File: config.mk
export PLATFORM = sky130hd
export DESIGN_NAME = xbus_disk
export DESIGN_NICKNAME = d
export VERILOG_FILES = /design/src/xbus_pkg.sv /design/src/xbus_map_pkg.sv /design/src/xbus_disk.sv
export SDC_FILE = /design/constraint.sdc
export NUM_CORES = 1
export LEC_CHECK = 0
export ABC_AREA = 1
export BUFFER_PORTS_ARGS = -buffer_cell sky130_fd_sc_hd__buf_2
export CORE_MARGIN = 2
export CORE_UTILIZATION = 45
export DETAILED_ROUTE_END_ITERATION = 16
export PLACE_DENSITY = 0.68
export RECOVER_POWER = 50
export SETUP_SLACK_MARGIN = 0.15
export SKIP_LAST_GASP = 1
export SYNTH_ARGS = -nofsm -noshare
export SYNTH_HDL_FRONTEND = slang
export SYNTH_SLANG_ARGS = --single-unit
File: constraint.sdc
create_clock -name clk -period 2.7 [get_ports clk]
set_input_delay 0.54 -clock clk [delete_from_list [all_inputs] [get_ports clk]]
set_output_delay 0.54 -clock clk [all_outputs]
set_load 0.01 [all_outputs]
File: src/xbus_pkg.sv
// System bus types
`default_nettype none

package xbus_pkg;

   localparam int ADDR_W = 22;
   localparam int DATA_W = 32;

   typedef logic [ADDR_W-1:0] bus_addr_t;
   typedef logic [DATA_W-1:0] bus_data_t;

   // Held by a master for as long as its req is high
   typedef struct packed {
      bus_addr_t addr;
      bus_data_t wdata;
      logic      write;
   } bus_req_t;

   // Valid while ack is high, err only on timeout
   typedef struct packed {
      bus_data_t rdata;
      logic      err;
   } bus_rsp_t;

   typedef enum logic [2:0] {
      ARB_IDLE,
      CPU_REQ,
      CPU_WAIT,
      DMA_REQ,
      DMA_WAIT
   } arb_state_e;

   typedef enum logic [1:0] {
      DISK_NOP   = 2'd0,
      DISK_READ  = 2'd1,
      DISK_WRITE = 2'd2
   } disk_op_e;

   typedef enum logic [1:0] {
      DSK_IDLE,
      BUS_REQ,
      BUS_REL,
      DONE
   } disk_state_e;

endpackage

`default_nettype wire

File: src/xbus_map_pkg.sv
// System bus address map
`default_nettype none

package xbus_map_pkg;

   localparam xbus_pkg::bus_addr_t RAM_BASE  = 22'h000000;
   localparam xbus_pkg::bus_addr_t IO_BASE   = 22'h3FFF00;
   localparam xbus_pkg::bus_addr_t DISK_BASE = 22'h3FFF10;

   // Words claimed by each register device
   localparam int DEV_SPAN = 16;

   localparam logic [3:0] IO_SCRATCH = 4'd0;
   localparam logic [3:0] IO_KBD     = 4'd1;
   localparam logic [3:0] IO_STATUS  = 4'd2;
   localparam logic [3:0] IO_IEN     = 4'd3;

   localparam logic [3:0] DISK_ADDR   = 4'd0;
   localparam logic [3:0] DISK_COUNT  = 4'd1;
   localparam logic [3:0] DISK_CMD    = 4'd2;
   localparam logic [3:0] DISK_STATUS = 4'd3;

   typedef enum logic [1:0] {
      DEV_NONE,
      DEV_RAM,
      DEV_IO,
      DEV_DISK
   } dev_e;

endpackage

`default_nettype wire

File: src/xbus_disk.sv
// Block device controller
`timescale 1ns/1ps
`default_nettype none

module xbus_disk #(
   parameter int SECTOR_WORDS = 16
) (
   input  logic                clk,
   input  logic                reset,
   input  logic                sel,
   input  xbus_pkg::bus_req_t  cmd,
   output logic                ack,
   output xbus_pkg::bus_rsp_t  rsp,
   output logic                dma_req,
   output xbus_pkg::bus_req_t  dma_cmd,
   input  logic                dma_ack,
   input  xbus_pkg::bus_rsp_t  dma_rsp,
   input  xbus_pkg::bus_data_t bd_in_data,
   input  logic                bd_in_valid,
   output xbus_pkg::bus_data_t bd_out_data,
   output logic                bd_out_valid,
   output logic                irq
);
   import xbus_pkg::*;
   import xbus_map_pkg::*;

   localparam int PTR_W = (SECTOR_WORDS > 1) ? $clog2(SECTOR_WORDS) : 1;
   localparam logic [PTR_W-1:0] LAST = PTR_W'(SECTOR_WORDS - 1);

   bus_data_t        sbuf [SECTOR_WORDS];
   logic [PTR_W-1:0] fill_ptr;
   logic [PTR_W-1:0] rd_ptr;
   disk_state_e      state;
   disk_op_e         op_q;
   disk_op_e         new_op;
   bus_addr_t        dma_addr;
   logic [15:0]      dma_count;
   bus_data_t        rdata_q;
   logic             busy;
   logic             done;
   logic [3:0]       off;
   logic             access;
   logic             start;
   logic             word_done;

   assign off       = cmd.addr[3:0];
   assign access    = sel && !ack;
   assign new_op    = disk_op_e'(cmd.wdata[1:0]);
   assign start     = access && cmd.write && off == DISK_CMD && state == DSK_IDLE &&
                      (new_op == DISK_READ || new_op == DISK_WRITE);
   assign word_done = state == BUS_REQ && dma_ack;

   ////////////////////
   // Drive side fill

   always_ff @(posedge clk) begin
      if (reset) begin
         fill_ptr <= '0;
      end else if (bd_in_valid) begin
         fill_ptr <= (fill_ptr == LAST) ? '0 : fill_ptr + 1'b1;
      end
   end

   always_ff @(posedge clk) begin
      if (bd_in_valid) begin
         sbuf[fill_ptr] <= bd_in_data;
      end
   end

   ////////////////////
   // DMA master, one handshake per word

   always_ff @(posedge clk) begin
      if (reset) begin
         state        <= DSK_IDLE;
         op_q         <= DISK_NOP;
         dma_req      <= 1'b0;
         dma_count    <= '0;
         rd_ptr       <= '0;
         busy         <= 1'b0;
         done         <= 1'b0;
         bd_out_valid <= 1'b0;
         ack          <= 1'b0;
      end else begin
         ack          <= sel;
         bd_out_valid <= 1'b0;
         if (access && cmd.write && off == DISK_COUNT && !busy) begin
            dma_count <= cmd.wdata[15:0];
         end
         if (access && !cmd.write && off == DISK_STATUS) begin
            done <= 1'b0;
         end
         case (state)
            DSK_IDLE: begin
               if (start) begin
                  op_q    <= new_op;
                  busy    <= 1'b1;
                  rd_ptr  <= '0;
                  dma_req <= dma_count != '0;
                  state   <= (dma_count == '0) ? DONE : BUS_REQ;
               end
            end
            BUS_REQ: begin
               if (dma_ack) begin
                  dma_req      <= 1'b0;
                  bd_out_valid <= op_q == DISK_WRITE;
                  dma_count    <= dma_count - 1'b1;
                  rd_ptr       <= (rd_ptr == LAST) ? '0 : rd_ptr + 1'b1;
                  state        <= BUS_REL;
               end
            end
            // Bus given back here so the CPU can get in between words
            BUS_REL: begin
               if (!dma_ack) begin
                  dma_req <= dma_count != '0;
                  state   <= (dma_count == '0) ? DONE : BUS_REQ;
               end
            end
            DONE: begin
               busy  <= 1'b0;
               done  <= 1'b1;
               state <= DSK_IDLE;
            end
            default: state <= DSK_IDLE;
         endcase
      end
   end

   always_ff @(posedge clk) begin
      if (access && cmd.write && off == DISK_ADDR && !busy) begin
         dma_addr <= cmd.wdata[ADDR_W-1:0];
      end else if (word_done) begin
         dma_addr <= dma_addr + 1'b1;
      end
      if (word_done) begin
         bd_out_data <= dma_rsp.rdata;
      end
      if (access && !cmd.write) begin
         case (off)
            DISK_ADDR:   rdata_q <= DATA_W'(dma_addr);
            DISK_COUNT:  rdata_q <= DATA_W'(dma_count);
            DISK_CMD:    rdata_q <= DATA_W'(op_q);
            DISK_STATUS: rdata_q <= DATA_W'({done, busy});
            default:     rdata_q <= '0;
         endcase
      end
   end

   // READ writes buffer words into RAM
   assign dma_cmd = '{addr: dma_addr, wdata: sbuf[rd_ptr], write: op_q == DISK_READ};
   assign rsp     = '{rdata: rdata_q, err: 1'b0};
   assign irq     = done;

endmodule

`default_nettype wire

==> qor.txt, run 1 <==
Largest net degree at the start of global routing = 66
Worst R2R End = bd_out_data[31]
Power share of the clock group = 37.6%
R2R Setup Slk = 0.40 ns
Worst-path clk slew = 0.06 ns
CTS Buf Count = 66
1st-iter DRT viols = 1,789
Hold/Removal Path Class = input pin to flop
Hold Vio Cnt, Final = 0
Failing checks = negative setup slack
Max VDD drop = 466 uV
Number of remaining DRC errors = 0
Detailed Route WL = 69,400 um
Reg area = 18,400 um2
Global route overflow = 0
Crit path max fanout = 11
Skew final = 0.0240 ns
Routability-driven placement congestion ratio = 0.836
Dpl ws = 0.402 ns
CTS tree = yes
YS warnings = 0
Min cycle time layout = 2.74 ns
Post-Synthesis Cells = 2,082
FMAX = 0.364 GHz
Int Pwr = 0.0175 W
P&R area growth vs syn = 20.0%
Crit start category = flop
Status = finished, violations left
Synth area leader = edfxtp_1
Sw frac = 26.3%
Unrepaired setup endpoints after global routing = true
WL per Instance = 22.2 um
Clk sinks = 625
Gr usage total = 23.2%
Overall power = 0.0237 W
Top post-synthesis cells by area = edfxtp_1 70%, nor2_1 6.7%, o211ai_1 3.8%
Core Box Area = 55,300 um2
Worst EP arrival = 2.20 ns
Max-cap violations = 0
Most used cell along the critical path = nor2_1
Capturing element type of the critical path = output port
Ratio of cells with drive above 1 in the final layout = 15.5%
Number of nets in the layout = 2,458
Area occupied by multi-input gates = 6200 um2
Seq pwr share = 46.8%
Io pins = 249
Synthesized flop and latch total = 625
Net Sw Power = 0.00623 W
Syn Area/Cell = 12.1 um2
Final setup violating endpoints = 6
Rows = 86
Req. time, crit path = 2.16 ns
Drt via density = 5.65
Fill count = 4,558
Worst-Skew Late Latency = 0.60 ns
CP max stage delay = 0.40 ns
Critical path depth = 10
P_leak = 10.3 nW
Actual slew at the worst max-slew pin = 1.10 ns
Initial Util = 45.7%
Tcrit/Tclk final = 102%
Slowest CP cell = dfxtp_4
Worst rel slew slack = 26.5%
H-tree lvl count = 3
CP Class = flop to output port
Vert. Die Dim = 241 um
Combinational Power Share = 15.6%
Yosys top cell area share = 69.9%
Die Width = 241 um
Final core occ = 54.8%
Vias = 17,686
CTS root buffer = clkbuf_16
HPWL after DPL = 34,800 um
Sequential fraction of the synthesis area = 72.8%
R2r worst-path depth = 5
CP Capture Point = dma_cmd[25]
First-pass GRT wire length = 101,000 um
Antenna violations before repair = 6
CP bufs+invs = 4
Pins Over Slew Limit = 0
Count of buffers from port buffering = 208
Critical path's top delay family = buffers and inverters
Crit Reg-Reg Startpoint = state[0]
Cell Chain, Critical Path = inv_12, buf_4, buf_16, nor2_1, nor2_1, o21ai_0, o211ai_1, nand3_1, nand2_1, buf_2
Power Dens Cells = 782 nW/um2
Yosys cell types = 33
Vias in the first global route = 17,101
Die footprint = 58,100 um2
Cts hold-fix bufs = 0
Clock Path Buffers = 3
DRT Pass-1 Iters = 5
Mapped cell area = 25,300 um2
Worst setup margin = -0.0442 ns
Antenna Nets Post-Route = 0
==> through the flow <==
stage | std cells | cell area [um2] | setup TNS, ns | hold slack (ns)
after global placement | 2976 | 27500 | 0 | 0.456
final | 3129 | 30300 | -0.131 | 0.117
after floorplan | 2092 | 25300 | 0 | 0.422
after global routing | 3128 | 30300 | -2.15 | 0.0996
after detailed placement | 2976 | 27500 | 0 | 0.466
after CTS | 3116 | 30200 | -0.172 | 0.0845
==> cell families (layout without fill, tap and decap cells) <==
family,after synthesis,in the layout,share of synthesized area (%)
and+or+nand+nor,713,713,11.1
DFF,625,625,72.8
AOI/OAI and AO/OA,521,521,11.7
buffers and inverters,200,487,3.43
xor gates and xnor gates,14,14,0.485
adders and majority gates,7,7,0.347
other,1,13,0.0148
muxes,1,1,0.0396
==> cell usage after synthesis (all sizes together) <==
| library cell | count |
|---|---|
| a211oi | 2 |
| a21oi | 32 |
| a31oi | 6 |
| buf | 68 |
| clkbuf | 61 |
| conb | 1 |
| dfxtp | 37 |
| edfxtp | 588 |
| ha | 7 |
| inv | 71 |
| mux2i | 1 |
| nand2 | 172 |
| nand3 | 70 |
| nand4 | 8 |
| nor2 | 454 |
| nor3 | 7 |
| nor4 | 1 |
| o2111ai | 2 |
| o211ai | 128 |
| o21a | 2 |
| o21ai | 341 |
| o21bai | 2 |
| o22ai | 6 |
| or2 | 1 |
| xnor2 | 2 |
| xor2 | 12 |
==> how the worst min path moves through the flow <==
stage                      startpoint               to  cells past startpoint
after floorplan               op_q[0]     bd_out_valid                      1
after global routing      dma_rsp[24]  bd_out_data[23]                      1
final                     dma_rsp[24]  bd_out_data[23]                      1
after CTS                 dma_rsp[25]  bd_out_data[24]                      1
after detailed placement      dma_req          dma_req                      2
after global placement        dma_req          dma_req                      2
==> cell usage in the layout, fill, tap and decap left out, types with 3 or more instances in the layout <==
cell,count
clkinv_1,17
nand2_2,3
buf_2,150
o21ai_1,162
nand3_1,70
buf_16,20
nor2_1,429
ha_1,7
nor2_4,16
o211ai_1,128
bufinv_16,6
buf_12,14
inv_6,4
nand2_1,169
inv_2,7
clkbuf_1,78
xor2_1,12
buf_4,36
o21ai_0,173
o22ai_1,6
conb_1,11
edfxtp_1,588
dfxtp_4,3
dfxtp_1,33
nand4_1,8
buf_6,3
nor2_2,9
clkinv_2,7
o21ai_2,6
clkbuf_16,77
a21oi_1,32
a31oi_1,6
nor3_1,7
inv_1,63
==> what timing repair did <==
action	in CTS	in global routing
gates cloned	13	10
pin swaps	9	16
buffers inserted	6	1
setup endpoints to repair	32	32
gates resized for setup	29	26
==> routing by layer <==
layer	wire length [um]	track usage [%]
met5	38	0
met4	2350	9.78
met3	6060	4.28
met2	34100	39.1
met1	26800	29.6
==> registers in the layout, indices dropped and copies added (netlist names), named ones only <==
name and flops:
ack 1, rd_ptr 4, bd_out_valid 1, op_q 2, irq 1, dma_req 1
dma_addr 22, dma_count 16, state 2, sbuf 512, fill_ptr 4, bd_out_data 32
rdata_q 22, busy 1
==> power by group through the flow <==
stage                     clock network [W]  logic, W  registers [W]
after floorplan                           0   0.00195         0.0113
after global placement                    0   0.00291         0.0113
after detailed placement                  0   0.00300         0.0113
after CTS                           0.00904   0.00349         0.0111
after global routing                0.00942   0.00406         0.0111
final                               0.00892   0.00369         0.0111
==> worst register-to-register path, cell delays in order, from the launching register on <==
cell	delay, ns
dfxtp_1	0.35
inv_1	0.09
nor2_1	0.17
nand2_1	0.09
inv_1	0.80
buf_4	0.48
==> area by class of cell <==
| type | instances | share of cell area (%) |
|---|---|---|
| antenna | 2 | 0.0165 |
| clock buffer | 84 | 5.81 |
| sequential | 625 | 60.7 |
| clock inverter | 37 | 1.18 |
| timing repair buffer | 295 | 7.84 |
| multi-input combinational | 1267 | 20.4 |
| inverter | 71 | 0.920 |
| tap | 748 | 3.09 |
Note: power is estimated with default switching activity, not from simulation.
==> run 2: changes to the inputs <==
Settings changed: TNS_END_PERCENT set to 1.
==> run 2 against run 1 <==
Hold slack better by 0.0022 ns. Sequential share of layout area grew 0.59 points. Register-to-register slack is essentially flat. Largest power group unchanged. Sequential power hardly changed. Highest routed layer unchanged. Clock power is essentially flat. Via count fell by 1.1%. The flow still finishes with violations (negative setup slack). Final cell count is 0.32% lower. Maximum frequency shrank 0.48%. Global-route usage decreased by 0.28 points. First-iteration DRC count is 3.5% lower. Critical path depth unchanged.
==> qor.txt, run 2 (same netlist as run 1, synthesis figures left out) <==
Antenna Nets Post-Route = 0 (unchanged)
Number of nets in the layout = 2,448 (was 2,458)
Reg area = 18,400 um2 (unchanged)
Hold/Removal Path Class = input pin to flop (unchanged)
CTS root buffer = clkbuf_16 (unchanged)
Io pins = 249 (unchanged)
Min-Delay Path Depth = 1 (unchanged)
DRT Pass-1 Iters = 5 (unchanged)
Tcrit/Tclk final = 102% (about the same)
Power Dens Cells = 781 nW/um2 (was 782 nW/um2)
Actual slew at the worst max-slew pin = 1.10 ns (about the same)
Max-cap violations = 0 (unchanged)
H-tree lvl count = 3 (unchanged)
Cts hold-fix bufs = 0 (unchanged)
Skew final = 0.0266 ns (was 0.0240 ns)
Routability-driven placement congestion ratio = 0.836 (unchanged)
Initial Util = 45.7% (unchanged)
CTS tree = yes (unchanged)
Crit path max fanout = 21 (was 11)
Reg with most FFs = sbuf (unchanged)
Worst-Skew Late Latency = 0.60 ns (about the same)
CTS Buf Count = 66 (unchanged)
Drt via density = 5.61 (was 5.65)
Pins Over Slew Limit = 0 (unchanged)
Number of remaining DRC errors = 0 (unchanged)
Max VDD drop = 468 uV (was 466 uV)
Crit start category = flop (unchanged)
First-pass GRT wire length = 99,500 um (was 101,000 um)
FMAX = 0.363 GHz (was 0.364 GHz)
Area occupied by multi-input gates = 6150 um2 (was 6200 um2)
Core Box Area = 55,300 um2 (unchanged)
P&R area growth vs syn = 18.9% (was 20.0%)
Die Width = 241 um (unchanged)
Min cycle time layout = 2.76 ns (was 2.74 ns)
Most frequent cells in the layout = 588 x edfxtp_1, 436 x nor2_1, 184 x o21ai_0 (was 588 x edfxtp_1, 429 x nor2_1, 173 x o21ai_0)
Seq pwr share = 47.3% (was 46.8%)
Combinational Power Share = 14.7% (was 15.6%)
Vias = 17,488 (was 17,686)
R2R Setup Slk = 0.40 ns (about the same)
Net Sw Power = 0.00611 W (was 0.00623 W)
Hold endpoint = bd_out_data[23] (unchanged)
Largest net degree at the start of global routing = 66 (unchanged)
Worst setup margin = -0.0575 ns (was -0.0442 ns)
CP Class = flop to output port (unchanged)
Antenna violations before repair = 6 (unchanged)
Worst EP arrival = 2.22 ns (was 2.20 ns)
Unrepaired setup endpoints after global routing = true (unchanged)
Vias in the first global route = 16,951 (was 17,101)
Top flop regs = sbuf (512), bd_out_data (32) (unchanged)
Crit Reg-Reg Startpoint = state[0] (unchanged)
Overall power = 0.0234 W (was 0.0237 W)
HPWL after DPL = 34,800 um (unchanged)
Clk sinks = 625 (unchanged)
Vert. Die Dim = 241 um (unchanged)
1st-iter DRT viols = 1,727 (was 1,789)
Commonest non-fill, non-tap cell in the layout = edfxtp_1 (unchanged)
Count of buffers from port buffering = 208 (unchanged)
Capturing element type of the critical path = output port (unchanged)
Dpl ws = 0.402 ns (unchanged)
Gr usage total = 22.9% (was 23.2%)
Rows = 86 (unchanged)
Worst-path clk slew = 0.06 ns (about the same)
R2r worst-path depth = 5 (unchanged)
Final setup violating endpoints = 3 (was 6)
Global route overflow = 0 (unchanged)
Worst rel slew slack = 26.6% (was 26.5%)
Power share of the clock group = 38.0% (was 37.6%)
Largest register FFs = 512 (unchanged)
Failing checks = negative setup slack (unchanged)
Startpoint of the worst hold path = dma_rsp[24] (unchanged)
Detailed Route WL = 67,400 um (was 69,400 um)
Die footprint = 58,100 um2 (unchanged)
Worst R2R End = bd_out_data[12] (was bd_out_data[31])
Ratio of cells with drive above 1 in the final layout = 14.5% (was 15.5%)
P_leak = 10.2 nW (was 10.3 nW)
Status = finished, violations left (unchanged)
Sw frac = 26.1% (was 26.3%)
Int Pwr = 0.0173 W (was 0.0175 W)
Clock Path Buffers = 3 (unchanged)
WL per Instance = 21.6 um (was 22.2 um)
Fill count = 4,590 (was 4,558)
Hold Vio Cnt, Final = 0 (unchanged)
Req. time, crit path = 2.16 ns (about the same)
==> run 2: changes by cell type in the layout (fill, tap and decap cells not counted), moves of 3 or more <==
cell | previous run | this run
o21ai_0 | 173 | 184
nor2_1 | 429 | 436
nor2_2 | 9 | 3
o21ai_2 | 6 | 0
o21ai_1 | 162 | 157
buf_16 | 20 | 16
clkbuf_16 | 77 | 73
buf_6 | 3 | 0
==> run 2: final cells by class <==
| class | instances | share of cell area [%] |
|---|---|---|
| Clock buffer | 84 | 5.87 |
| Antenna cell | 2 | 0.0167 |
| Sequential cell | 625 | 61.3 |
| Tap cell | 748 | 3.12 |
| Multi-Input combinational cell | 1267 | 20.5 |
| Inverter | 71 | 0.929 |
| Clock inverter | 37 | 1.20 |
| Timing Repair Buffer | 285 | 7.11 |
==> run 2: power by group through the flow <==
stage,registers (W),clock network [W],logic (W)
2_1_floorplan,0.0113,0,0.00195
4_1_cts,0.0111,0.00904,0.00335
3_3_place_gp,0.0113,0,0.00291
3_5_place_dp,0.0113,0,0.00300
5_1_grt,0.0111,0.00942,0.00382
6_report,0.0111,0.00890,0.00345
==> run 2: per-layer routing <==
metal	track usage, %	wire [um]	vias to the layer above
li1	-	-	7983
met1	29.4	26200	8570
met3	4.20	5600	152
met4	9.18	2210	6
met2	38.7	33300	777
met5	0	39	-
==> run 2: worst max-delay path, cell delays in order, from the launching register on <==
cell and delay [ns]:
dfxtp_4 0.45, inv_12 0.10, buf_4 0.16, buf_16 0.17, nor2_1 0.14, nor2_1 0.06
o21ai_1 0.09, o211ai_1 0.10, nand3_1 0.10, nand2_1 0.10, buf_2 0.16
==> run 2: worst max-delay path by stage <==
| stage | slack [ns] | to |
|---|---|---|
| 3_5_place_dp | 0.40 | dma_addr[4] |
| 5_1_grt | -0.14 | dma_cmd[21] |
| 3_3_place_gp | 0.41 | dma_addr[4] |
| 2_1_floorplan | 0.21 | sbuf[15][0] |
| 4_1_cts | -0.04 | dma_cmd[1] |
| 6_report | -0.06 | dma_cmd[27] |
==> run 2: repair_timing <==
action	in CTS	in global routing
setup buffers	5	1
hold endpoints to repair	0	0
pin swaps	4	4
cloned	9	5
gates resized for setup	17	4
setup endpoints to repair	32	32
==> run 2: metrics by stage <==
stage	hold WS, ns	setup TNS, ns	instances	area [um2]	util [%]
after CTS	0.0845	-0.253	3111	30000	54.3
after global routing	0.0998	-2.68	3118	30000	54.3
final	0.119	-0.123	3119	30000	54.3
after global placement	0.456	0	2976	27500	49.7
after detailed placement	0.466	0	2976	27500	49.7
after floorplan	0.422	0	2092	25300	-
