==> src/xbus_pkg.sv <==
// System bus types
`default_nettype none

package xbus_pkg;

   localparam int ADDR_W = 22;
   localparam int DATA_W = 32;

   typedef logic [ADDR_W-1:0] bus_addr_t;
   typedef logic [DATA_W-1:0] bus_data_t;

   // Held by a master for as long as its req is high
   typedef struct packed {
      bus_addr_t addr;
      bus_data_t wdata;
      logic      write;
   } bus_req_t;

   // Valid while ack is high, err only on timeout
   typedef struct packed {
      bus_data_t rdata;
      logic      err;
   } bus_rsp_t;

   typedef enum logic [2:0] {
      ARB_IDLE,
      CPU_REQ,
      CPU_WAIT,
      DMA_REQ,
      DMA_WAIT
   } arb_state_e;

   typedef enum logic [1:0] {
      DISK_NOP   = 2'd0,
      DISK_READ  = 2'd1,
      DISK_WRITE = 2'd2
   } disk_op_e;

   typedef enum logic [1:0] {
      DSK_IDLE,
      BUS_REQ,
      BUS_REL,
      DONE
   } disk_state_e;

endpackage

`default_nettype wire

==> src/xbus_map_pkg.sv <==
// System bus address map
`default_nettype none

package xbus_map_pkg;

   localparam xbus_pkg::bus_addr_t RAM_BASE  = 22'h000000;
   localparam xbus_pkg::bus_addr_t IO_BASE   = 22'h3FFF00;
   localparam xbus_pkg::bus_addr_t DISK_BASE = 22'h3FFF10;

   // Words claimed by each register device
   localparam int DEV_SPAN = 16;

   localparam logic [3:0] IO_SCRATCH = 4'd0;
   localparam logic [3:0] IO_KBD     = 4'd1;
   localparam logic [3:0] IO_STATUS  = 4'd2;
   localparam logic [3:0] IO_IEN     = 4'd3;

   localparam logic [3:0] DISK_ADDR   = 4'd0;
   localparam logic [3:0] DISK_COUNT  = 4'd1;
   localparam logic [3:0] DISK_CMD    = 4'd2;
   localparam logic [3:0] DISK_STATUS = 4'd3;

   typedef enum logic [1:0] {
      DEV_NONE,
      DEV_RAM,
      DEV_IO,
      DEV_DISK
   } dev_e;

endpackage

`default_nettype wire

==> src/xbus_io.sv <==
// I/O register slave
`timescale 1ns/1ps
`default_nettype none

module xbus_io (
   input  logic               clk,
   input  logic               reset,
   input  logic               sel,
   input  xbus_pkg::bus_req_t cmd,
   output logic               ack,
   output xbus_pkg::bus_rsp_t rsp,
   input  logic [15:0]        kb_data,
   input  logic               kb_strobe,
   output logic               irq
);
   import xbus_pkg::*;
   import xbus_map_pkg::*;

   bus_data_t   scratch;
   bus_data_t   rdata_q;
   logic [15:0] kb_code;
   logic        kb_ready;
   logic        ien;
   logic [3:0]  off;
   logic        access;

   assign off    = cmd.addr[3:0];
   assign access = sel && !ack;

   // Ack follows select by one cycle on both edges
   always_ff @(posedge clk) begin
      if (reset) begin
         ack      <= 1'b0;
         kb_ready <= 1'b0;
         ien      <= 1'b0;
      end else begin
         ack <= sel;
         if (access && cmd.write && off == IO_IEN) begin
            ien <= cmd.wdata[0];
         end
         // A new key beats the read that clears ready
         if (kb_strobe) begin
            kb_ready <= 1'b1;
         end else if (access && !cmd.write && off == IO_KBD) begin
            kb_ready <= 1'b0;
         end
      end
   end

   always_ff @(posedge clk) begin
      if (kb_strobe) begin
         kb_code <= kb_data;
      end
      if (access && cmd.write && off == IO_SCRATCH) begin
         scratch <= cmd.wdata;
      end
      if (access && !cmd.write) begin
         case (off)
            IO_SCRATCH: rdata_q <= scratch;
            IO_KBD:     rdata_q <= DATA_W'(kb_code);
            IO_STATUS:  rdata_q <= DATA_W'(kb_ready);
            IO_IEN:     rdata_q <= DATA_W'(ien);
            default:    rdata_q <= '0;
         endcase
      end
   end

   assign rsp = '{rdata: rdata_q, err: 1'b0};
   assign irq = kb_ready && ien;

endmodule

`default_nettype wire

==> config.mk <==
export PLATFORM = sky130hd
export DESIGN_NAME = xbus_io
export DESIGN_NICKNAME = d
export VERILOG_FILES = /design/src/xbus_pkg.sv /design/src/xbus_map_pkg.sv /design/src/xbus_io.sv
export SDC_FILE = /design/constraint.sdc
export NUM_CORES = 1
export LEC_CHECK = 0
export BUFFER_PORTS_ARGS = -buffer_cell sky130_fd_sc_hd__buf_2
export CORE_AREA = 2 2 96 79
export DETAILED_ROUTE_END_ITERATION = 10
export DIE_AREA = 0 0 98 81
export GPL_ROUTABILITY_DRIVEN = 0
export PLACE_DENSITY = 0.74
export SYNTH_ARGS = -nofsm -noshare
export SYNTH_HDL_FRONTEND = slang
export SYNTH_SLANG_ARGS = --single-unit
export TNS_END_PERCENT = 100
==> constraint.sdc <==
create_clock -name clk -period 3.1 [get_ports clk]
set_clock_uncertainty 0.2 [all_clocks]
set_input_delay 0.155 -clock clk [delete_from_list [all_inputs] [get_ports clk]]
set_output_delay 0.155 -clock clk [all_outputs]
set_load 0.1 [all_outputs]
==> out/metrics.csv, run 1 <==
metric,value,unit
Die ar.,7940,sq um
"most common cell after layout, fill and taps aside",buf_2,
average wire per standard cell,16.0,um
Reg2Reg Setup Slack,1.25,ns
final net count,365,
Worst Hold Path Cells,1,
PwrDens,587,nW/um^2
# setup viols final,0,
"Cell Area, Synth",2920,sq um
FP Rows,28,
register area,2460,sq um
number of diodes,0,
"Distinct cells, synth",23,
first-pass GRT wire length,9530,um
Mapped Avg Cell Area,21.3,sq um
Max-cap violations,0,
hold path start,kb_strobe,
post-CTS sizing,0,
status,finished clean,
final number of hold-violating endpoints,0,
Final min period,2.01,ns
CTS sink cnt,83,
largest net degree at the start of global routing,32,
clk_lat worst skew,0.35,ns
Starting Density,41.0,%
Required @ worst endpoint,2.91,ns
First DRT Iteration DRCs,97,
maximum VDD drop,0.000330,V
Clock Tree Buf Depth,2,
Area Growth Syn to Fin,46.0,%
Total GRT Usage,16.7,%
# IOs,110,
total global routing overflow,0,
sink of the worst hold path,kb_code[8],
Hold Path Class,in -> reg,
RSZ-0062 raised after global routing,false,
vias per inst,4.61,
initial antenna violation count,0,
Ys Warns,0,
post-route setup slack,1.09,ns
root buffer cell,clkbuf_8,
Leak,1.63,nW
Slew HR,39.9,%
Core Area,7110,sq um
worst-path maximum fanout,31,
H-tree depth,3,
Synth Instances,137,
post-synth net total,212,
Critical R2R Launch,ack,
vias in the first global route,1908,
pre-CTS setup slack,1.25,ns
Final Cycle Share,64.9,%
Die H,81,um
"FF+latch count, synth",83,
HPWL after DPL,3600,um
FF-to-FF path depth,4,
Crit. End Element,flop,
number of CTS-inserted buffers,9,
number of remaining DRC errors,0,
fmax,0.497,GHz
multi-input logic area,427,sq um
Fillers,546,
fin. max-slew vios,0,
Final ANT Viol Nets,0,
vias after detailed routing,1775,
final wirelength,6160,um
Die W,98,um
layout cell share with drive strength beyond 1,42.7,%
setup TNS,0,ns
PortBufs,90,
capturing point of the worst reg2reg path,ien,
First-pass DRT Iterations,4,
Least-Margin Pin Slew,0.898,ns
CTS tree,built,
Worst setup SP type,input port,
"Setup Fix Bufs, Post-CTS",0,
Worst Path Arrival,1.82,ns
"Reg clk slew, reported paths",0.08,ns
sequential share of the synthesized area,84.5,%
critical path type,in -> reg,
most frequent cells in the layout,"buf_2 (90), edfxtp_1 (80), dlygate4sd3_1 (53)",
## worst max-delay path by stage
stage / start / endpoint / cells after the start
finish: cmd[36] / scratch[18] / 5
global route: cmd[36] / scratch[13] / 5
CTS: cmd[36] / scratch[24] / 5
detailed placement: cmd[33] / scratch[24] / 4
global placement: cmd[33] / scratch[18] / 4
floorplan: ack / rdata_q[0] / 1
## layout make-up
type	instances	share of cell area, %
tap	90	2.65
clock inverter	7	2.71
sequential	83	57.9
timing repair buffer	147	23.8
clock buffer	9	2.91
inverter	1	0.0882
multi-input combinational	48	10.0
## power breakdown
part | total, W | switching, W | internal, W
combinational | 0.000301 | 0.000205 | 0.0000963
clock | 0.000917 | 0.000383 | 0.000534
sequential | 0.00128 | 0.0000118 | 0.00127
## repair_timing
| action | 4_1_cts | 5_1_grt |
|---|---|---|
| hold endpoints to repair | 52 | 0 |
| endpoints found under the setup margin | 0 | 0 |
| hold buffers | 53 | 0 |
## cell families (layout without fill, tap and decap cells)
logic type	Yosys count	in the layout	synth area share, %
mux	2	2	1.24
simple gates	29	29	7.42
flops	83	83	84.5
other cells	1	1	0.129
compound gates	16	16	5.45
buf+inv	6	164	1.29
## sequential cells by signal (all words and copies together) (netlist names)
name	cells
rdata_q	32
ien	1
scratch	32
kb_code	16
ack	1
kb_ready	1
## per-layer routing
| layer | share of wire (%) | wire, um | vias up | track usage, % |
|---|---|---|---|---|
| met4 | 2.9 | 177 | 0 | 8.47 |
| met2 | 55 | 3400 | 57 | 31.4 |
| met3 | 4.6 | 285 | 14 | 5.34 |
| li1 | - | - | 845 | - |
| met5 | 0 | 0 | - | 0 |
| met1 | 37 | 2300 | 859 | 16.7 |
## stage by stage
step	util (%)	area, sq um	total power [W]	hold slack (ns)	instances
2_1_floorplan	-	2920	0.00148	0.0266	137
3_3_place_gp	49.0	3490	0.00155	0.132	316
3_5_place_dp	49.0	3490	0.00156	0.133	316
4_1_cts	59.8	4260	0.00252	0.0511	385
5_1_grt	59.8	4260	0.00258	0.0762	385
6_report	59.8	4260	0.00250	0.0761	385
## synth_stat cells
cell / number / share of area (%)
and2_1: 17 / 3.6
a22o_2: 15 / 5.2
buf_2: 2 / 0.34
inv_1: 1 / 0.13
and4b_1: 1 / 0.34
nor4b_4: 1 / 0.82
nor4_1: 1 / 0.21
nor2_1: 1 / 0.13
conb_1: 1 / 0.13
nand2_1: 1 / 0.13
clkbuf_2: 1 / 0.17
nor4_4: 1 / 0.73
mux4_1: 1 / 0.90
mux2i_1: 1 / 0.34
dfxtp_1: 3 / 2.1
nor2b_1: 1 / 0.21
buf_4: 1 / 0.26
a311oi_1: 1 / 0.30
edfxtp_1: 80 / 82
nor3b_1: 2 / 0.51
nand2b_1: 2 / 0.43
buf_6: 1 / 0.39
nand3b_1: 1 / 0.26
## critical path: stages
cell and delay (ns):
dlygate4sd3_1 0.54, buf_2 0.16, nor4_4 0.26, and4b_1 0.29, buf_4 0.40
Note: power is estimated with default switching activity, not from simulation.
==> run 2: changes to the inputs <==
Clock period 3.1 ns to 1.7 ns, I/O delays scaled along.
==> run 2 against run 1 <==
Against the previous run: sequential share of layout area down 0.45 points; critical path type unchanged; worst hold slack better by 0.089 ns; critical endpoint is now scratch[17]; clock power up 26%; via count down 0.23%; setup slack worse by 0.93 ns.
==> out/metrics.csv, run 2 (synthesized netlist as in run 1, its figures left out) <==
metric,value,unit,change
Slew HR,66.1,%,+26 points
RSZ-0062 raised after global routing,false,,
total global routing overflow,0,,unchanged
Die W,98,um,unchanged
Crit. End Element,flop,,
Critical R2R Launch,ack,,
H-tree depth,3,,unchanged
maximum VDD drop,0.000739,V,+120%
Final min period,1.54,ns,
Worst Setup EP,scratch[17],,
HPWL after DPL,3320,um,-7.7%
vias per inst,4.54,,-1.5%
top flop regs,"rdata_q: 32 flops, scratch: 32 flops, kb_code: 16 flops",,
Final Cell Area,4300,sq um,+0.94%
CTS sink cnt,83,,unchanged
Starting Density,41.0,%,unchanged
Int Power,0.00302,W,+59%
final net count,370,,+1.4%
root buffer cell,clkbuf_8,,
capturing point of the worst reg2reg path,scratch[17],,
sw frac,25.7,%,+1.7 points
Area Growth Syn to Fin,47.3,%,
CTS tree,built,,
PortBufs,90,,unchanged
Final Cycle Share,90.5,%,
Fillers,531,,-2.7%
number of diodes,0,,unchanged
First-pass DRT Iterations,4,,unchanged
Sw Pwr,0.00104,W,+74%
Die ar.,7940,sq um,unchanged
dpl cells,317,,+0.32%
post-placement cell area,3510,sq um,+0.72%
sequential share of power,57.6,%,+6.3 points
fin. max-slew vios,0,,unchanged
Final ANT Viol Nets,0,,unchanged
Total GRT Usage,15.4,%,-1.2 points
layout cell share with drive strength beyond 1,42.7,%,-0.045 points
Least-Margin Pin Slew,0.512,ns,-0.386 ns
fin util,60.4,%,+0.56 points
Max-cap violations,0,,unchanged
FF-to-FF path depth,2,,-2
number of CTS-inserted buffers,9,,unchanged
Reg2Reg Setup Slack,0.21,ns,-1.04 ns
most frequent cells in the layout,"buf_2 (87), edfxtp_1 (80), dlygate4sd3_1 (54)",,
"Setup Fix Bufs, Post-CTS",0,,unchanged
clock share of power,28.6,%,-8.1 points
worst-path maximum fanout,8,,-74%
status,finished clean,,
clk_lat worst skew,0.33,ns,-0.02 ns
"most common cell after layout, fill and taps aside",buf_2,,
Clock Tree Buf Depth,2,,unchanged
Logic pwr share,13.8,%,+1.8 points
Worst Path Arrival,1.39,ns,-0.43 ns
final number of hold-violating endpoints,0,,unchanged
Leak,1.65,nW,+1.4%
largest net degree at the start of global routing,33,,+3.1%
# IOs,110,,unchanged
final wirelength,6150,um,-0.21%
first-pass GRT wire length,9080,um,-4.7%
critical path type,in -> reg,,
CP Launch Point,cmd[0],,
vias in the first global route,1810,,-5.1%
Hold Path Class,in -> reg,,
number of remaining DRC errors,0,,unchanged
Finished Layout Cells,390,,+1.3%
setup TNS,0,ns,unchanged
Die H,81,um,unchanged
vias after detailed routing,1771,,-0.23%
Required @ worst endpoint,1.55,ns,-1.36 ns
Total Power,0.00406,W,+62%
fmax,0.650,GHz,
Worst setup SP type,input port,,
"Reg clk slew, reported paths",0.08,ns,about the same
PwrDens,944,nW/um^2,+61%
initial antenna violation count,0,,unchanged
# setup viols final,0,,unchanged
First DRT Iteration DRCs,45,,-54%
Core Area,7110,sq um,unchanged
FP Rows,28,,unchanged
average wire per standard cell,15.8,um,-1.5%
-- run 2: changes by cell type in the layout (fill, tap and decap cells not counted), sizes merged, moves of 2 or more --
| cell | change |
|---|---|
| clkbuf | +3 |
| dlymetal6s4s | +3 |
| clkinvlp | +2 |
| bufinv | -3 |
-- run 2: worst min path at each step --
stage                     start           to  slack (ns)  depth (start not counted)
floorplan                 reset          ack       -0.05                          1
global placement    kb_data[11]  kb_code[11]        0.06                          1
detailed placement   kb_data[8]   kb_code[8]        0.06                          1
CTS                      cmd[6]   scratch[5]        0.23                          2
global route            cmd[35]   rdata_q[0]        0.19                          2
finish                  cmd[35]   rdata_q[0]        0.16                          2
-- run 2: layout make-up --
cell class	count	area (sq um)	area share, %
Clock buffer	10	128	2.97
Tap cell	90	113	2.62
Sequential cell	83	2470	57.4
Inverter	1	3.75	0.0874
Clock inverter	6	32.5	0.757
Multi-Input combinational cell	48	428	9.96
Timing Repair Buffer	152	1120	26.2
-- run 2: per-stage QoR --
stage / worst slack, ns / hold WS (ns)
after floorplan: -0.303 / -0.0531
after global placement: 0.184 / 0.0620
after detailed placement: 0.183 / 0.0631
after CTS: 0.00442 / 0.233
after global routing: 0.116 / 0.188
final: 0.162 / 0.165
-- run 2: worst max-delay path: stages --
cell,delay (ns)
dlygate4sd3_1,0.54
buf_2,0.15
and4b_2,0.39
clkbuf_16,0.21
-- run 2: repair_timing --
item | in CTS | in global routing
endpoints found under the hold margin | 68 | 0
gates resized for setup | 0 | 3
setup endpoints to repair | 0 | 32
hold buffers | 57 | 0
-- run 2: routing by layer --
layer	wire [um]	global-route usage (%)
met1	2490	16.9
met2	3120	28.0
met3	472	6.20
met4	68	4.58
met5	0	0
-- run 2: power groups by stage --
stage	combinational (W)	sequential [W]	clock, W
final	0.000560	0.00234	0.00116
after floorplan	0.0000630	0.00264	0
after global placement	0.000450	0.00238	0
after global routing	0.000586	0.00234	0.00128
after CTS	0.000554	0.00234	0.00119
after detailed placement	0.000455	0.00238	0
==> run 3: changes to the inputs <==
==> constraint.sdc (replaced) <==
create_clock -name clk -period 1.7 [get_ports clk]
set_clock_uncertainty 0.2 [all_clocks]
set_input_delay 0.255 -clock clk [delete_from_list [all_inputs] [get_ports clk]]
set_output_delay 0.255 -clock clk [all_outputs]
set_load 0.1 [all_outputs]
==> run 3 against run 2 <==
Against the previous run: core utilization fell by 0.58 points; power rose by 4.6%; flip-flop and latch count did not move; combinational power fell by 1%; largest power group unchanged.
==> out/metrics.csv, run 3 (synthesized netlist as in run 1, its figures left out) <==
metric,value,unit,change
status,finished clean,,
PortBufs,90,,unchanged
Final Cycle Share,93.5,%,+3.0 points
# setup viols final,0,,unchanged
Worst path depth,1,,-3
fin. max-slew vios,0,,unchanged
First DRT Iteration DRCs,48,,+6.7%
CP max stage delay,0.42,ns,-0.12 ns
First-pass DRT Iterations,4,,unchanged
H-tree depth,3,,unchanged
FF-to-FF path depth,2,,unchanged
Final Cell Area,4250,sq um,-0.96%
final number of hold-violating endpoints,0,,unchanged
cell breakdown of the critical path,buf_2,,
root buffer cell,clkbuf_8,,
Critical R2R Launch,kb_code[0],,
most frequent cells in the layout,"buf_2 (89), edfxtp_1 (80), dlygate4sd3_1 (50)",,
first-pass GRT wire length,8830,um,-2.8%
Slew HR,65.8,%,-0.32 points
Critical path buffers and inverters,1,,-2
CTS sink cnt,83,,unchanged
Area Growth Syn to Fin,45.9,%,
maximum VDD drop,0.000766,V,+3.7%
fin util,59.8,%,-0.58 points
Hold Path Class,in -> reg,,
Final min period,1.59,ns,+0.0507 ns
critical path type,reg -> out,,
Int Power,0.00317,W,+5.3%
capturing point of the worst reg2reg path,rdata_q[0],,
dpl cells,320,,+0.95%
Core Area,7110,sq um,unchanged
vias per inst,4.53,,-0.16%
total global routing overflow,0,,unchanged
initial antenna violation count,0,,unchanged
sequential share of power,55.0,%,-2.6 points
Clock Tree Buf Depth,2,,unchanged
slowest cell on the critical path,buf_2,,
number of remaining DRC errors,0,,unchanged
vias in the first global route,1854,,+2.4%
average wire per standard cell,15.1,um,-4.5%
layout cell share with drive strength beyond 1,44.9,%,+2.3 points
Die H,81,um,unchanged
Starting Density,41.0,%,unchanged
Worst Path Arrival,1.13,ns,-0.26 ns
CTS tree,built,,
Max-cap violations,0,,unchanged
PwrDens,998,nW/um^2,+5.7%
final wirelength,5810,um,-5.5%
Least-Margin Pin Slew,0.517,ns,+0.00490 ns
post-placement cell area,3560,sq um,+1.4%
Finished Layout Cells,386,,-1.0%
Total Power,0.00424,W,+4.6%
Final ANT Viol Nets,0,,unchanged
Required @ worst endpoint,1.24,ns,-0.31 ns
Fillers,529,,-0.38%
Worst Hold Path Cells,3,,+1
vias after detailed routing,1750,,-1.2%
Leak,1.62,nW,-2.0%
fmax,0.629,GHz,-3.2%
clk_lat worst skew,0.34,ns,about the same
Worst setup SP type,flop,,
worst-path maximum fanout,4,,-4
largest net degree at the start of global routing,32,,-3.0%
# IOs,110,,unchanged
FP Rows,28,,unchanged
RSZ-0062 raised after global routing,false,,
Logic pwr share,13.0,%,-0.8 points
register area,2470,sq um,unchanged
Die W,98,um,unchanged
number of CTS-inserted buffers,9,,unchanged
hold path start,cmd[35],,
final net count,366,,-1.1%
multi-input logic area,428,sq um,unchanged
"Reg clk slew, reported paths",0.08,ns,about the same
Reg2Reg Setup Slack,0.24,ns,+0.03 ns
Crit path max-delay family,buffers and inverters,,
number of diodes,0,,unchanged
clock share of power,32.0,%,+3.4 points
Total GRT Usage,15.3,%,-0.14 points
Die ar.,7940,sq um,unchanged
sw frac,25.2,%,-0.47 points
Crit. End Element,output pin,,
HPWL after DPL,3480,um,+4.9%
"most common cell after layout, fill and taps aside",buf_2,,
Sw Pwr,0.00107,W,+2.7%
"Setup Fix Bufs, Post-CTS",0,,unchanged
sink of the worst hold path,ien,,
top flop regs,"rdata_q: 32 flops, scratch: 32 flops, kb_code: 16 flops",,
run 3: changes by cell type in the layout (fill, tap and decap cells not counted), sizes merged:
cell / previous run / this run
bufinv: 0 / 1
clkinvlp: 2 / 1
clkinv: 4 / 3
buf: 93 / 98
clkbuf: 12 / 10
inv: 1 / 2
dlygate4sd3: 54 / 50
dlymetal6s4s: 3 / 0
run 3: worst min-delay path, cell delays in order:
cell     delay [ns]
buf_2          0.16
nor4_1         0.08
mux2i_1        0.11
run 3: per-layer routing:
metal  GRT usage [%]  wire length [um]  up-vias  share of wire [%]
li1                -                 -      846                  -
met3            7.66               541        9                9.3
met1            16.5              2260      808                 39
met2            26.8              2940       87                 51
met5               0                 0        -                  0
met4            4.58                63        0                1.1
run 3: final cells by class:
| type | count | area share (%) |
|---|---|---|
| clock buffer | 10 | 3.00 |
| clock inverter | 6 | 1.53 |
| inverter | 1 | 0.0882 |
| multi-input combinational | 48 | 10.1 |
| sequential | 83 | 58.0 |
| tap | 90 | 2.65 |
| timing repair buffer | 148 | 24.7 |
run 3: repair_timing:
action                                 in CTS  in global routing
endpoints found under the hold margin      51                  0
gates resized for setup                     1                  0
hold buffers                               50                  0
setup endpoints to repair                   1                  0
run 3: power groups by stage:
stage	registers, W	clock network [W]	logic (W)
final	0.00233	0.00136	0.000552
after global placement	0.00238	0	0.000457
after floorplan	0.00264	0	0.0000630
after detailed placement	0.00238	0	0.000461
after CTS	0.00234	0.00139	0.000548
after global routing	0.00234	0.00150	0.000577
run 3: per-stage QoR:
step / hold WS [ns] / setup slack (ns) / setup TNS [ns]
floorplan: 0.117 / -0.303 / -12.71
global placement: 0.232 / 0.0362 / 0
detailed placement: 0.233 / 0.00970 / 0
CTS: 0.0787 / 0.0843 / 0
global route: 0.108 / 0.0586 / 0
finish: 0.110 / 0.111 / 0
run 3: how the worst max path moves through the flow:
stage | start | end | slack [ns]
floorplan | ack | rdata_q[0] | -0.30
global placement | cmd[33] | scratch[15] | 0.04
detailed placement | cmd[33] | scratch[10] | 0.01
CTS | ack | ack | 0.08
global route | kb_ready | irq | 0.06
finish | ack | ack | 0.11
